## src/include/ldpc_defs.svh

```systemverilog
`ifndef LDPC_DEFS_SVH
`define LDPC_DEFS_SVH

// lifting size of every circulant
`define LDPC_ZC 2

// information columns of the small base graph
`define LDPC_KB 10

// core rows are solved by the double diagonal
`define LDPC_CORE_ROWS 4

// extension rows kept
`define LDPC_EXT_ROWS 6

`define LDPC_NULL_SHIFT 4'd15 // all-zero circulant

// leading systematic columns left out of the codeword
`define LDPC_PUNCT_COLS 2

`endif
```

## src/hdl/ldpc_geom_pkg.sv

```systemverilog
`include "ldpc_defs.svh"

package ldpc_geom_pkg;

    // one lifted block of ZC bits
    typedef logic [`LDPC_ZC-1:0] block_t;

    // block j sits in bits ZC*j+ZC-1 down to ZC*j
    typedef logic [`LDPC_KB*`LDPC_ZC-1:0] msg_t;

    typedef logic [3:0] shift_t; // circulant shift, null code included

    // core parity blocks 0..3, block 0 lowest
    typedef logic [`LDPC_CORE_ROWS*`LDPC_ZC-1:0] core_par_t;

    // sent systematic part, core parity, extension parity
    localparam int sys_bits = (`LDPC_KB - `LDPC_PUNCT_COLS) * `LDPC_ZC;
    localparam int core_bits = `LDPC_CORE_ROWS * `LDPC_ZC;
    localparam int ext_bits = `LDPC_EXT_ROWS * `LDPC_ZC;
    localparam int cw_bits = sys_bits + core_bits + ext_bits;

    // ext parity on top, systematic blocks 2..9 at the bottom
    typedef logic [cw_bits-1:0] codeword_t;

endpackage

```

## src/hdl/ldpc_graph_pkg.sv

```systemverilog
`include "ldpc_defs.svh"

package ldpc_graph_pkg;

    // short names keep the tables readable
    localparam ldpc_geom_pkg::shift_t s0 = 4'd0;
    localparam ldpc_geom_pkg::shift_t s1 = 4'd1;
    localparam ldpc_geom_pkg::shift_t sx = `LDPC_NULL_SHIFT;

    // core rows over the message columns
    localparam ldpc_geom_pkg::shift_t a_table [`LDPC_CORE_ROWS][`LDPC_KB] = '{
        '{s1, s1, s0, s0, sx, sx, s1, sx, sx, s1},
        '{s1, sx, sx, s0, s1, s1, s0, s0, s0, s0},
        '{s1, s0, sx, s0, s0, sx, sx, sx, s0, sx},
        '{sx, s0, s0, sx, s0, s0, s1, s0, s0, s0}
    };

    // extension rows over the message columns
    localparam ldpc_geom_pkg::shift_t c_table [`LDPC_EXT_ROWS][`LDPC_KB] = '{
        '{s1, s0, sx, sx, sx, sx, sx, sx, sx, sx},
        '{s1, s1, sx, sx, sx, s0, sx, s1, sx, sx},
        '{s1, sx, sx, sx, sx, s0, sx, s1, sx, s0},
        '{sx, s1, sx, sx, sx, s1, sx, s0, sx, sx},
        '{s0, s0, sx, sx, sx, sx, sx, sx, sx, sx},
        '{sx, s1, sx, sx, sx, sx, sx, sx, s1, sx}
    };

    // extension rows over the core parity columns
    localparam ldpc_geom_pkg::shift_t d_table [`LDPC_EXT_ROWS][`LDPC_CORE_ROWS] = '{
        '{sx, s1, sx, sx},
        '{sx, s1, sx, sx},
        '{sx, s0, sx, sx},
        '{sx, s1, sx, s0},
        '{sx, sx, s0, sx},
        '{s1, s1, sx, sx}
    };

    // bit m of the result is bit (m+k) mod ZC of blk
    function automatic ldpc_geom_pkg::block_t circ_shift(
        input ldpc_geom_pkg::block_t blk,
        input ldpc_geom_pkg::shift_t k
    );
        ldpc_geom_pkg::block_t rot;
        rot = '0;
        if (k != `LDPC_NULL_SHIFT) begin
            for (int m = 0; m < `LDPC_ZC; m++) begin
                rot[m] = blk[(m + k) % `LDPC_ZC];
            end
        end
        return rot;
    endfunction

endpackage

```

## src/hdl/ldpc_encoder_top.sv

```systemverilog
`timescale 1ns/1ps
`include "ldpc_defs.svh"

module ldpc_encoder_top (
    input  logic                                            CLK,
    input  logic                                            RST,
    input  logic [`LDPC_PUNCT_COLS*`LDPC_ZC-1:0]            data,
    input  logic [(`LDPC_KB-`LDPC_PUNCT_COLS)*`LDPC_ZC-1:0] crc,
    input  logic                                            start,
    output ldpc_geom_pkg::codeword_t                        codeword,
    output logic                                            cw_valid
);

    // stage 1 to stage 2
    ldpc_geom_pkg::msg_t syn_msg;
    ldpc_geom_pkg::block_t [`LDPC_CORE_ROWS-1:0] lambda;
    logic syn_valid;

    // stage 2 to stage 3
    ldpc_geom_pkg::msg_t par_msg;
    ldpc_geom_pkg::core_par_t core_par;
    logic par_valid;

    ldpc_core_syndrome u_syndrome (
        .CLK(CLK), .RST(RST),
        .data(data), .crc(crc), .start(start),
        .syn_msg(syn_msg), .lambda(lambda), .syn_valid(syn_valid)
    );

    ldpc_core_parity u_core_parity (
        .CLK(CLK), .RST(RST),
        .syn_msg(syn_msg), .lambda(lambda), .syn_valid(syn_valid),
        .par_msg(par_msg), .core_par(core_par), .par_valid(par_valid)
    );

    ldpc_ext_parity u_ext_parity (
        .CLK(CLK), .RST(RST),
        .par_msg(par_msg), .core_par(core_par), .par_valid(par_valid),
        .codeword(codeword), .cw_valid(cw_valid)
    );

endmodule

```

## src/hdl/ldpc_ext_parity.sv

```systemverilog
`timescale 1ns/1ps
`include "ldpc_defs.svh"

module ldpc_ext_parity (
    input  logic                     CLK,
    input  logic                     RST,
    input  ldpc_geom_pkg::msg_t      par_msg,
    input  ldpc_geom_pkg::core_par_t core_par,
    input  logic                     par_valid,
    output ldpc_geom_pkg::codeword_t codeword,
    output logic                     cw_valid
);

    ldpc_geom_pkg::block_t [`LDPC_EXT_ROWS-1:0] ext_nxt;
    ldpc_geom_pkg::codeword_t cw_nxt;

    // each extension block closes its own check row
    always_comb begin
        ext_nxt = '0;
        for (int r = 0; r < `LDPC_EXT_ROWS; r++) begin
            for (int j = 0; j < `LDPC_KB; j++) begin
                ext_nxt[r] = ext_nxt[r] ^ ldpc_graph_pkg::circ_shift(
                    par_msg[j*`LDPC_ZC +: `LDPC_ZC], ldpc_graph_pkg::c_table[r][j]);
            end
            for (int i = 0; i < `LDPC_CORE_ROWS; i++) begin
                ext_nxt[r] = ext_nxt[r] ^ ldpc_graph_pkg::circ_shift(
                    core_par[i*`LDPC_ZC +: `LDPC_ZC], ldpc_graph_pkg::d_table[r][i]);
            end
        end
    end

    // punctured blocks 0 and 1 are not sent
    assign cw_nxt = {
        ext_nxt,
        core_par,
        par_msg[`LDPC_KB*`LDPC_ZC-1:`LDPC_PUNCT_COLS*`LDPC_ZC]
    };

    always_ff @(posedge CLK or negedge RST) begin
        if (!RST) begin
            codeword <= '0;
            cw_valid <= 1'b0;
        end else begin
            cw_valid <= par_valid;
            if (par_valid) begin
                codeword <= cw_nxt; // held until the next encode
            end
        end
    end

    // whole pipeline must deliver clean bits
    a_cw_known: assert property (
        @(posedge CLK) disable iff (!RST)
        cw_valid |-> !$isunknown(codeword)
    );

endmodule

```

## src/hdl/ldpc_core_parity.sv

```systemverilog
`timescale 1ns/1ps
`include "ldpc_defs.svh"

module ldpc_core_parity (
    input  logic                                        CLK,
    input  logic                                        RST,
    input  ldpc_geom_pkg::msg_t                         syn_msg,
    input  ldpc_geom_pkg::block_t [`LDPC_CORE_ROWS-1:0] lambda,
    input  logic                                        syn_valid,
    output ldpc_geom_pkg::msg_t                         par_msg,
    output ldpc_geom_pkg::core_par_t                    core_par,
    output logic                                        par_valid
);

    // B corner entry of this graph is a shift of one
    localparam ldpc_geom_pkg::shift_t diag_shift = 4'd1;

    ldpc_geom_pkg::block_t lam_sum;
    ldpc_geom_pkg::block_t [`LDPC_CORE_ROWS-1:0] par_nxt;

    // double-diagonal solve, p0 first then the chain
    always_comb begin
        lam_sum = '0;
        for (int r = 0; r < `LDPC_CORE_ROWS; r++) begin
            lam_sum = lam_sum ^ lambda[r];
        end
        par_nxt[0] = ldpc_graph_pkg::circ_shift(lam_sum, diag_shift);
        par_nxt[1] = par_nxt[0] ^ lambda[0];
        par_nxt[3] = par_nxt[0] ^ lambda[3];
        par_nxt[2] = par_nxt[1] ^ lambda[1]; // row 1 closes via p1
    end

    always_ff @(posedge CLK or negedge RST) begin
        if (!RST) begin
            par_msg <= '0;
            core_par <= '0;
            par_valid <= 1'b0;
        end else begin
            par_valid <= syn_valid;
            if (syn_valid) begin
                par_msg <= syn_msg;
                core_par <= par_nxt;
            end
        end
    end

endmodule

```

## src/hdl/ldpc_core_syndrome.sv

```systemverilog
`timescale 1ns/1ps
`include "ldpc_defs.svh"

module ldpc_core_syndrome (
    input  logic                                          CLK,
    input  logic                                          RST,
    input  logic [`LDPC_PUNCT_COLS*`LDPC_ZC-1:0]          data,
    input  logic [(`LDPC_KB-`LDPC_PUNCT_COLS)*`LDPC_ZC-1:0] crc,
    input  logic                                          start,
    output ldpc_geom_pkg::msg_t                           syn_msg,
    output ldpc_geom_pkg::block_t [`LDPC_CORE_ROWS-1:0]   lambda,
    output logic                                          syn_valid
);

    ldpc_geom_pkg::msg_t msg;
    ldpc_geom_pkg::block_t [`LDPC_CORE_ROWS-1:0] lambda_nxt;

    assign msg = {crc, data}; // data lands in blocks 0 and 1

    // one syndrome per core row, all ten columns folded in
    always_comb begin
        lambda_nxt = '0;
        for (int r = 0; r < `LDPC_CORE_ROWS; r++) begin
            for (int j = 0; j < `LDPC_KB; j++) begin
                lambda_nxt[r] = lambda_nxt[r] ^ ldpc_graph_pkg::circ_shift(
                    msg[j*`LDPC_ZC +: `LDPC_ZC], ldpc_graph_pkg::a_table[r][j]);
            end
        end
    end

    always_ff @(posedge CLK or negedge RST) begin
        if (!RST) begin
            syn_msg <= '0;
            lambda <= '0;
            syn_valid <= 1'b0;
        end else begin
            syn_valid <= start;
            if (start) begin
                syn_msg <= msg;
                lambda <= lambda_nxt;
            end
        end
    end

    // strobe is exactly the input strobe delayed by one cycle
    a_syn_after_start: assert property (
        @(posedge CLK) disable iff (!RST)
        syn_valid |-> $past(start)
    );

endmodule

```

## config.mk

```make
export PLATFORM = sky130hd
export DESIGN_NAME = ldpc_encoder_top
export DESIGN_NICKNAME = d
export VERILOG_FILES = /design/src/hdl/ldpc_geom_pkg.sv /design/src/hdl/ldpc_graph_pkg.sv /design/src/hdl/ldpc_encoder_top.sv /design/src/hdl/ldpc_ext_parity.sv /design/src/hdl/ldpc_core_parity.sv /design/src/hdl/ldpc_core_syndrome.sv
export VERILOG_INCLUDE_DIRS = /design/src /design/src/include
export SDC_FILE = /design/constraint.sdc
export NUM_CORES = 1
export LEC_CHECK = 0
export ABC_AREA = 1
export BUFFER_PORTS_ARGS = -buffer_cell sky130_fd_sc_hd__buf_2
export CAP_MARGIN = 15
export CORE_MARGIN = 1.5
export CORE_UTILIZATION = 40
export DETAILED_ROUTE_END_ITERATION = 6
export SLEW_MARGIN = 0
export SYNTH_ARGS = -nofsm -noshare
export SYNTH_HDL_FRONTEND = slang
export SYNTH_HIERARCHICAL = 1
export SYNTH_SLANG_ARGS = --single-unit
```

## constraint.sdc

```tcl
create_clock -name CLK -period 1.1 [get_ports CLK]
set_input_delay 0.165 -clock CLK [delete_from_list [all_inputs] [get_ports CLK]]
set_output_delay 0.165 -clock CLK [all_outputs]
set_load 0.005 [all_outputs]
```

## After elaboration in Yosys (flattened, before gate mapping)

Index checks and enable logic that the tools add are counted.

- Bitwise logic cells: 48

Operator list:

| kind | count |
|---|---|
| XOR 2 bit | 48 |

- Output and inout bits: 37
- Input bits: 23
- Register bits after elaboration: 95
- Logic and storage cells: 59

## Depth between registers and ports, before layout

Gate-level depths: netlist of run 1.

- Word-level depth: 7
- Gate-level depth with buffers: 10
- Gate-level depth less buffers: 10

## Cells and area by module

The synthesis of run 1 kept the hierarchy.

By module, submodules not included:

| module | cells an instance | instances | area each (µm²) | sequential area each (µm²) |
|---|---|---|---|---|
| ldpc_ext_parity | 240 | 1 | 1845.5 | 925.9 |
| ldpc_core_syndrome | 227 | 1 | 1605.3 | 725.7 |
| ldpc_core_parity | 154 | 1 | 1246.2 | 725.7 |

## Worst setup path before layout of run 1

Ideal clock, no wire load.

- Kind: register to register
- From: register u_syndrome/lambda[6] (netlist name)
- To: register u_core_parity.core_par[3]
- Arrival: 1.017 ns
- Data required time: 0.983 ns
- Period minus slack after synthesis: 1.134 ns
- Buffers on the path: 0
- Library setup time: 0.117 ns
- Cell stages (with the launch flop): 7
- Path slack: -0.034 ns
- Path through: dfrtp_1 xor2_1 or2_4 nand2_4 nand2_1 nand3_1 nand2_1

- Word-level cells in the longest chain between the ends: 2

RTL lines:

| what | RTL line | source |
|---|---|---|
| start: declaration | ldpc_core_syndrome.sv:11 | `` output ldpc_geom_pkg::block_t [`LDPC_CORE_ROWS-1:0] lambda, `` |
| start signal: assignment | ldpc_core_syndrome.sv:40 | `lambda <= lambda_nxt;` |
| XOR 2 bit | ldpc_core_parity.sv:25 | `lam_sum = lam_sum ^ lambda[r];` |
| XOR 2 bit | ldpc_core_parity.sv:28 | `par_nxt[1] = par_nxt[0] ^ lambda[0];` |
| end signal: assignment | ldpc_core_parity.sv:42 | `core_par <= par_nxt;` |
| end: declaration | ldpc_core_parity.sv:11 | `output ldpc_geom_pkg::core_par_t core_par,` |

No other way between the ends.
A chain may end at the register's enable or synchronous reset.

## Worst setup path in the final report of run 1

- From: register u_syndrome/lambda[0] (netlist name)
- To: register u_core_parity.core_par[3]

- Word-level cells in the longest chain between the ends: 4

RTL lines:

| what | RTL line |
|---|---|
| XOR 2 bit (3 in a row) | ldpc_core_parity.sv:25 |
| XOR 2 bit | ldpc_core_parity.sv:28 |

No other way between the ends.

==> results of run 1 <==
-- logic make-up (layout without fill, tap and decap cells) --
family / after synthesis / in the layout / synth area share
simple gates: 392 / 392 / 0.3335
flops: 95 / 95 / 0.5061
buf+inv: 70 / 168 / 0.06287
compound gates: 33 / 33 / 0.03809
xor+xnor: 31 / 31 / 0.05940
-- registers in the layout (all words and copies together), names as in the netlist --
register / cells
u_core_parity/core_par: 8
u_syndrome/syn_msg: 20
u_ext_parity/codeword: 36
u_core_parity/par_msg: 20
u_syndrome/syn_valid: 1
u_core_parity/par_valid: 1
u_ext_parity/cw_valid: 1
u_syndrome/lambda: 8
-- power breakdown --
group	total (W)	switching, W	internal [W]
logic	0.00310	0.00166	0.00143
clock network	0.00317	0.00128	0.00189
registers	0.00467	0.000528	0.00415
-- layer usage --
layer / share of wire / vias to the layer above / global-route usage
met5: 0 / - / 0
met4: 0.018 / 0 / 0.07004
met3: 0.038 / 11 / 0.02831
met2: 0.45 / 95 / 0.2830
met1: 0.49 / 1914 / 0.2605
li1: - / 2110 / -
-- worst min-delay path, cell delays in order --
cell and delay, ps:
buf_2 140, nand2_1 60, nand2_1 50
-- layout make-up --
cell class / count / area share
Sequential cell: 95 / 0.3985
Multi-Input combinational cell: 456 / 0.3660
Timing Repair Buffer: 103 / 0.1216
Clock buffer: 12 / 0.04275
Inverter: 49 / 0.03233
Tap cell: 143 / 0.02982
Clock inverter: 4 / 0.008968
-- cells in the mapped netlist, drive strengths merged --
cell type / instances / area share
nand2: 323 / 0.26
or2: 3 / 0.0045
a31oi: 2 / 0.0027
xor2: 13 / 0.026
clkbuf: 7 / 0.0056
o21ai: 24 / 0.026
buf: 14 / 0.018
nor2: 9 / 0.0072
clkinv: 1 / 0.00080
a21oi: 2 / 0.0021
o22ai: 1 / 0.0013
inv: 48 / 0.038
nand4: 1 / 0.0013
o211ai: 3 / 0.0048
xnor2: 18 / 0.034
a21o: 1 / 0.0016
dfrtp: 95 / 0.51
nand3: 56 / 0.060
-- through the flow --
stage / cells / setup WS, ps / TNS (ps) / utilization
floorplan: 621 / -33.99 / -99.06 / -
global placement: 833 / -55.76 / -262.6 / 0.4716
detailed placement: 833 / -126.2 / -654.2 / 0.4716
CTS: 855 / -75.38 / -361.0 / 0.5048
global route: 862 / -166.8 / -1155 / 0.5254
finish: 862 / -118.5 / -498.0 / 0.5254
-- what timing repair did --
item                       4_1_cts  5_1_grt
buffers inserted                 5        7
gates resized for setup         12       57
pin swaps                        5       24
setup endpoints to repair       12       35
hold endpoints to repair        95        0
hold buffers                     1        0
-- worst min path at each step --
stage	cells after the start	endpoint	slack, ps	start
after floorplan	0	u_core_parity/core_par[0]	-130	RST
after global placement	1	u_ext_parity/codeword[4]	50	RST
after detailed placement	1	u_ext_parity/codeword[4]	50	RST
after CTS	3	u_syndrome/syn_msg[4]	100	crc[0]
after global routing	3	u_syndrome/syn_msg[4]	130	crc[0]
final	3	u_syndrome/syn_msg[4]	110	crc[0]
==> impl_metrics.toml, run 1 <==
[setup_path]
critPathSlowestCell = "dfrtp_1"
worstSetupPathType = "reg2reg"
crit_end = "u_core_parity/core_par[3]"
worstReg2RegEnd = "u_core_parity/core_par[3]"
slowest_delay_ps = 380
path_buf_inv = 0
critPathMaxFanout = 5
r2r_cells = 6
startpoint = "u_syndrome/lambda[0]"
cp.required_ps = 1330
path_cells = "xor2_1 -> or2_4 -> nand2_4 -> nand2_1 -> nand3_2 -> nand2_2"
ff2ff_setup_slack_ps = -120
crit_family = "simple AND/OR/NAND/NOR gates"
end_kind = "flop"
r2r_start = "u_syndrome/lambda[0]"
cp-start-kind = "flop"
path_depth = 6
worstPathArrival_ps = 1450

[sta]
fin_crit_sh = 1.108
slew-limit-headroom = 0.7912
worst_slack_ps = -118.5
slew_viol_final = 0
rsz0062_at_grt = "yes"
min_period_ps = 1218
hold_viol_final = 0
finalClockSkew_ps = 9.379
worstMarginPinSlew_ps = 310.9
setup_viol = 7
max_freq_mhz = 820.7
fin_hold_ws_ps = 113.6

[grt]
grt-ovfl-total = 0
grt_usage = 0.1829
grt_pass1_wl_um = 18530
grt_pass1_vias = 3987
grt_antenna_before_repair = 0
grt_max_degree = 42

[flow_run]
drv_cap = 0

[synth]
yosys_register_bits = 95
synth_nets = 644
synth_seq_area_share = 0.5061
yosys_warnings = 6
syn_area_per_cell_sq_um = 7.564
synthCells = 621
synth.distinct_cells = 28
netlist_area_sq_mm = 0.004697

[drt]
ant_nets = 0
drtPass1Iterations = 5
drt_first_iter_violations = 287
post-route-drc-count = 0
vias = 4130
vias_per_cell = 4.791
post_drt_wl_per_cell_um = 12.30
route.final.wire_length_um = 10600

[placement]
placed_area_sq_mm = 0.005385
dp_hpwl_um = 7883
io_buffers = 59
gp_congestion = 0.8775

[power]
power_w = 0.01094
ir_worst_vdd_uv = 1082
pwr_density_cell_mw_per_mm2 = 1823
total_leakage_power_nw = 3.261

[die]
io-pin-count = 60
dieArea_sq_mm = 0.01240
die_w_um = 111.4
coreArea_sq_mm = 0.01142
die_h_um = 111.4
start_util = 0.4114
rows = 39

[cells_and_area]
layout_common_cells = "nand2_1 (302), dfrtp_1 (84), buf_2 (58)"
final_common_cell = "nand2_1"
drive_gt1_frac = 0.2587
n_antenna_cell = 0
area.growth.synth_to_final_pct = 27.73
seqCellArea_sq_mm = 0.002391
fillers = 1084
nNetsFinal = 737
multiInputGateArea_sq_mm = 0.002196
fin_area_sq_mm = 0.006000

[status]
status = "finished, violations left"
violations = "setup timing"

[clock_tree]
cts.sinks = 95
htree_levels = 3
cts_tree = "built"
clock_latency_ps = 340
root_buffer = "clkbuf_16"
clk_pin_slew_worst_paths_ps = 60
cts_buffers = 9
clk_path_buf_depth = 2

[min_path]
hold_class = "in2reg"
(Power assumes the default switching activity.)
==> inputs of run 2 (changes only) <==
SETUP_SLACK_MARGIN = 0.2   (was default)
==> run 2 against run 1 <==
The run still ends with setup timing left. Die area stayed put. Clock power hardly changed. Design area is 12% higher. Via count is 6.1% higher. Core utilization is 6.3 points higher. Sequential share of layout area is 4.3 points lower. Clock skew is 1.3 ps higher. Critical path type unchanged. Largest power group unchanged.
==> impl_metrics.toml, run 2 (synthesis results as in run 1) <==
[sta]
min_period_ps = 1212
finalClockSkew_ps = 10.67
rsz0062_at_grt = "yes"
fin_setup_tns_ps = -561.1
hold_viol_final = 0
worstMarginPinSlew_ps = 370.3
slew-limit-headroom = 0.7532
worst_slack_ps = -112.1
fin_hold_ws_ps = 112.0
max_freq_mhz = 825.0
fin_crit_sh = 1.102
slew_viol_final = 0
setup_viol = 10

[power]
pwr_density_cell_mw_per_mm2 = 1742
ir_worst_vdd_uv = 1008
total_leakage_power_nw = 3.705

[cells_and_area]
top_regs = "u_ext_parity/codeword: 36 flops, u_core_parity/par_msg: 20 flops, u_syndrome/syn_msg: 20 flops"
drive_gt1_frac = 0.3740
n_antenna_cell = 0
fillers = 1018
area.growth.synth_to_final_pct = 43.15
fin_area_sq_mm = 0.006724
layout_common_cells = "nand2_1 (261), buf_4 (88), dfrtp_1 (84)"
nNetsFinal = 796
largest_register_ffs = 36
largest-register = "u_ext_parity/codeword"
final_common_cell = "nand2_1"

[drt]
ant_nets = 0
vias = 4381
vias_per_cell = 4.757
route.final.wire_length_um = 12380
post_drt_wl_per_cell_um = 13.44
drt_first_iter_violations = 316
post-route-drc-count = 0
drtPass1Iterations = 5

[die]
die_h_um = 111.4
start_util = 0.4114
rows = 39
die_w_um = 111.4
dieArea_sq_mm = 0.01240
io-pin-count = 60
coreArea_sq_mm = 0.01142

[clock_tree]
cts_buffers = 9
clock_latency_ps = 340
htree_levels = 3
cts.sinks = 95
clk_path_buf_depth = 2
clk_pin_slew_worst_paths_ps = 70
cts_tree = "built"
root_buffer = "clkbuf_16"

[grt]
grt_pass1_vias = 4212
grt_max_degree = 42
grt_pass1_wl_um = 19710
grt_antenna_before_repair = 0
grt_usage = 0.1979
grt-ovfl-total = 0

[status]
status = "finished, violations left"
violations = "setup timing"

[min_path]
hold_depth = 3
hold_class = "in2reg"

[placement]
placed_area_sq_mm = 0.005445
dp_hpwl_um = 8153
dp_slack_ps = -81.42
gp_congestion = 0.8720
io_buffers = 59

[setup_path]
cp-start-kind = "flop"
critPathMaxFanout = 5
cp.required_ps = 1340
end_kind = "flop"
worstSetupPathType = "reg2reg"
worstPathArrival_ps = 1450
r2r_cells = 6

[flow_run]
drv_cap = 0
## run 2: what timing repair did
item,in CTS,in global routing
setup endpoints to repair,101,104
setup buffers,32,23
hold buffers,1,0
cloned,4,1
gates resized for setup,64,73
endpoints found under the hold margin,22,0
pin swaps,10,35
## run 2: worst paths after layout
check	endpoint	from	slack, ps
max in group asynchronous	u_syndrome/lambda[1]	RST	310
max	u_core_parity/core_par[3]	u_syndrome/lambda[0]	-110
max reg2reg	u_core_parity/core_par[3]	u_syndrome/lambda[0]	-110
min reg2reg	u_ext_parity/codeword[20]	u_ext_parity/codeword[20]	470
min	u_syndrome/lambda[0]	start	110
min in group asynchronous	u_ext_parity/codeword[1]	RST	300
## run 2: area by class of cell
type                            count  area, sq um  area share
Multi-Input combinational cell    456         2416      0.3593
Clock inverter                      5        56.30    0.008374
Inverter                           49        193.9     0.02884
Tap cell                          143        178.9     0.02661
Timing Repair Buffer              160         1200      0.1785
Timing Repair inverter              2        32.53    0.004838
Sequential cell                    95         2394      0.3560
Clock buffer                       11        252.7     0.03759
## run 2: report_power, final
part | switching, W | internal [W]
logic | 0.00190 | 0.00190
clock network | 0.00130 | 0.00188
registers | 0.000589 | 0.00415
## run 2: critical path, stage by stage (launching register included)
cell	delay [ps]
dfrtp_1	390
xor2_1	180
or2_4	290
nand2_4	70
nand2_1	60
nand3_2	70
nand2_1	50
## run 2: per-stage QoR
| step | cells | total power [W] | util |
|---|---|---|---|
| CTS | 897 | 0.01120 | 0.5479 |
| global placement | 844 | 0.007330 | 0.4769 |
| global route | 921 | 0.01243 | 0.5889 |
| finish | 921 | 0.01171 | 0.5889 |
| detailed placement | 844 | 0.007417 | 0.4769 |
| floorplan | 621 | 0.006323 | - |
## run 2: metal layers
metal  up-vias  share of wire  wire (um)  global-route usage
li1       2219              -          -                   -
met1      2055           0.46       5672              0.2574
met2        94           0.49       6053              0.3346
met3        13          0.035        436             0.02667
met4         0          0.018        217             0.08186
met5         -              0          0                   0
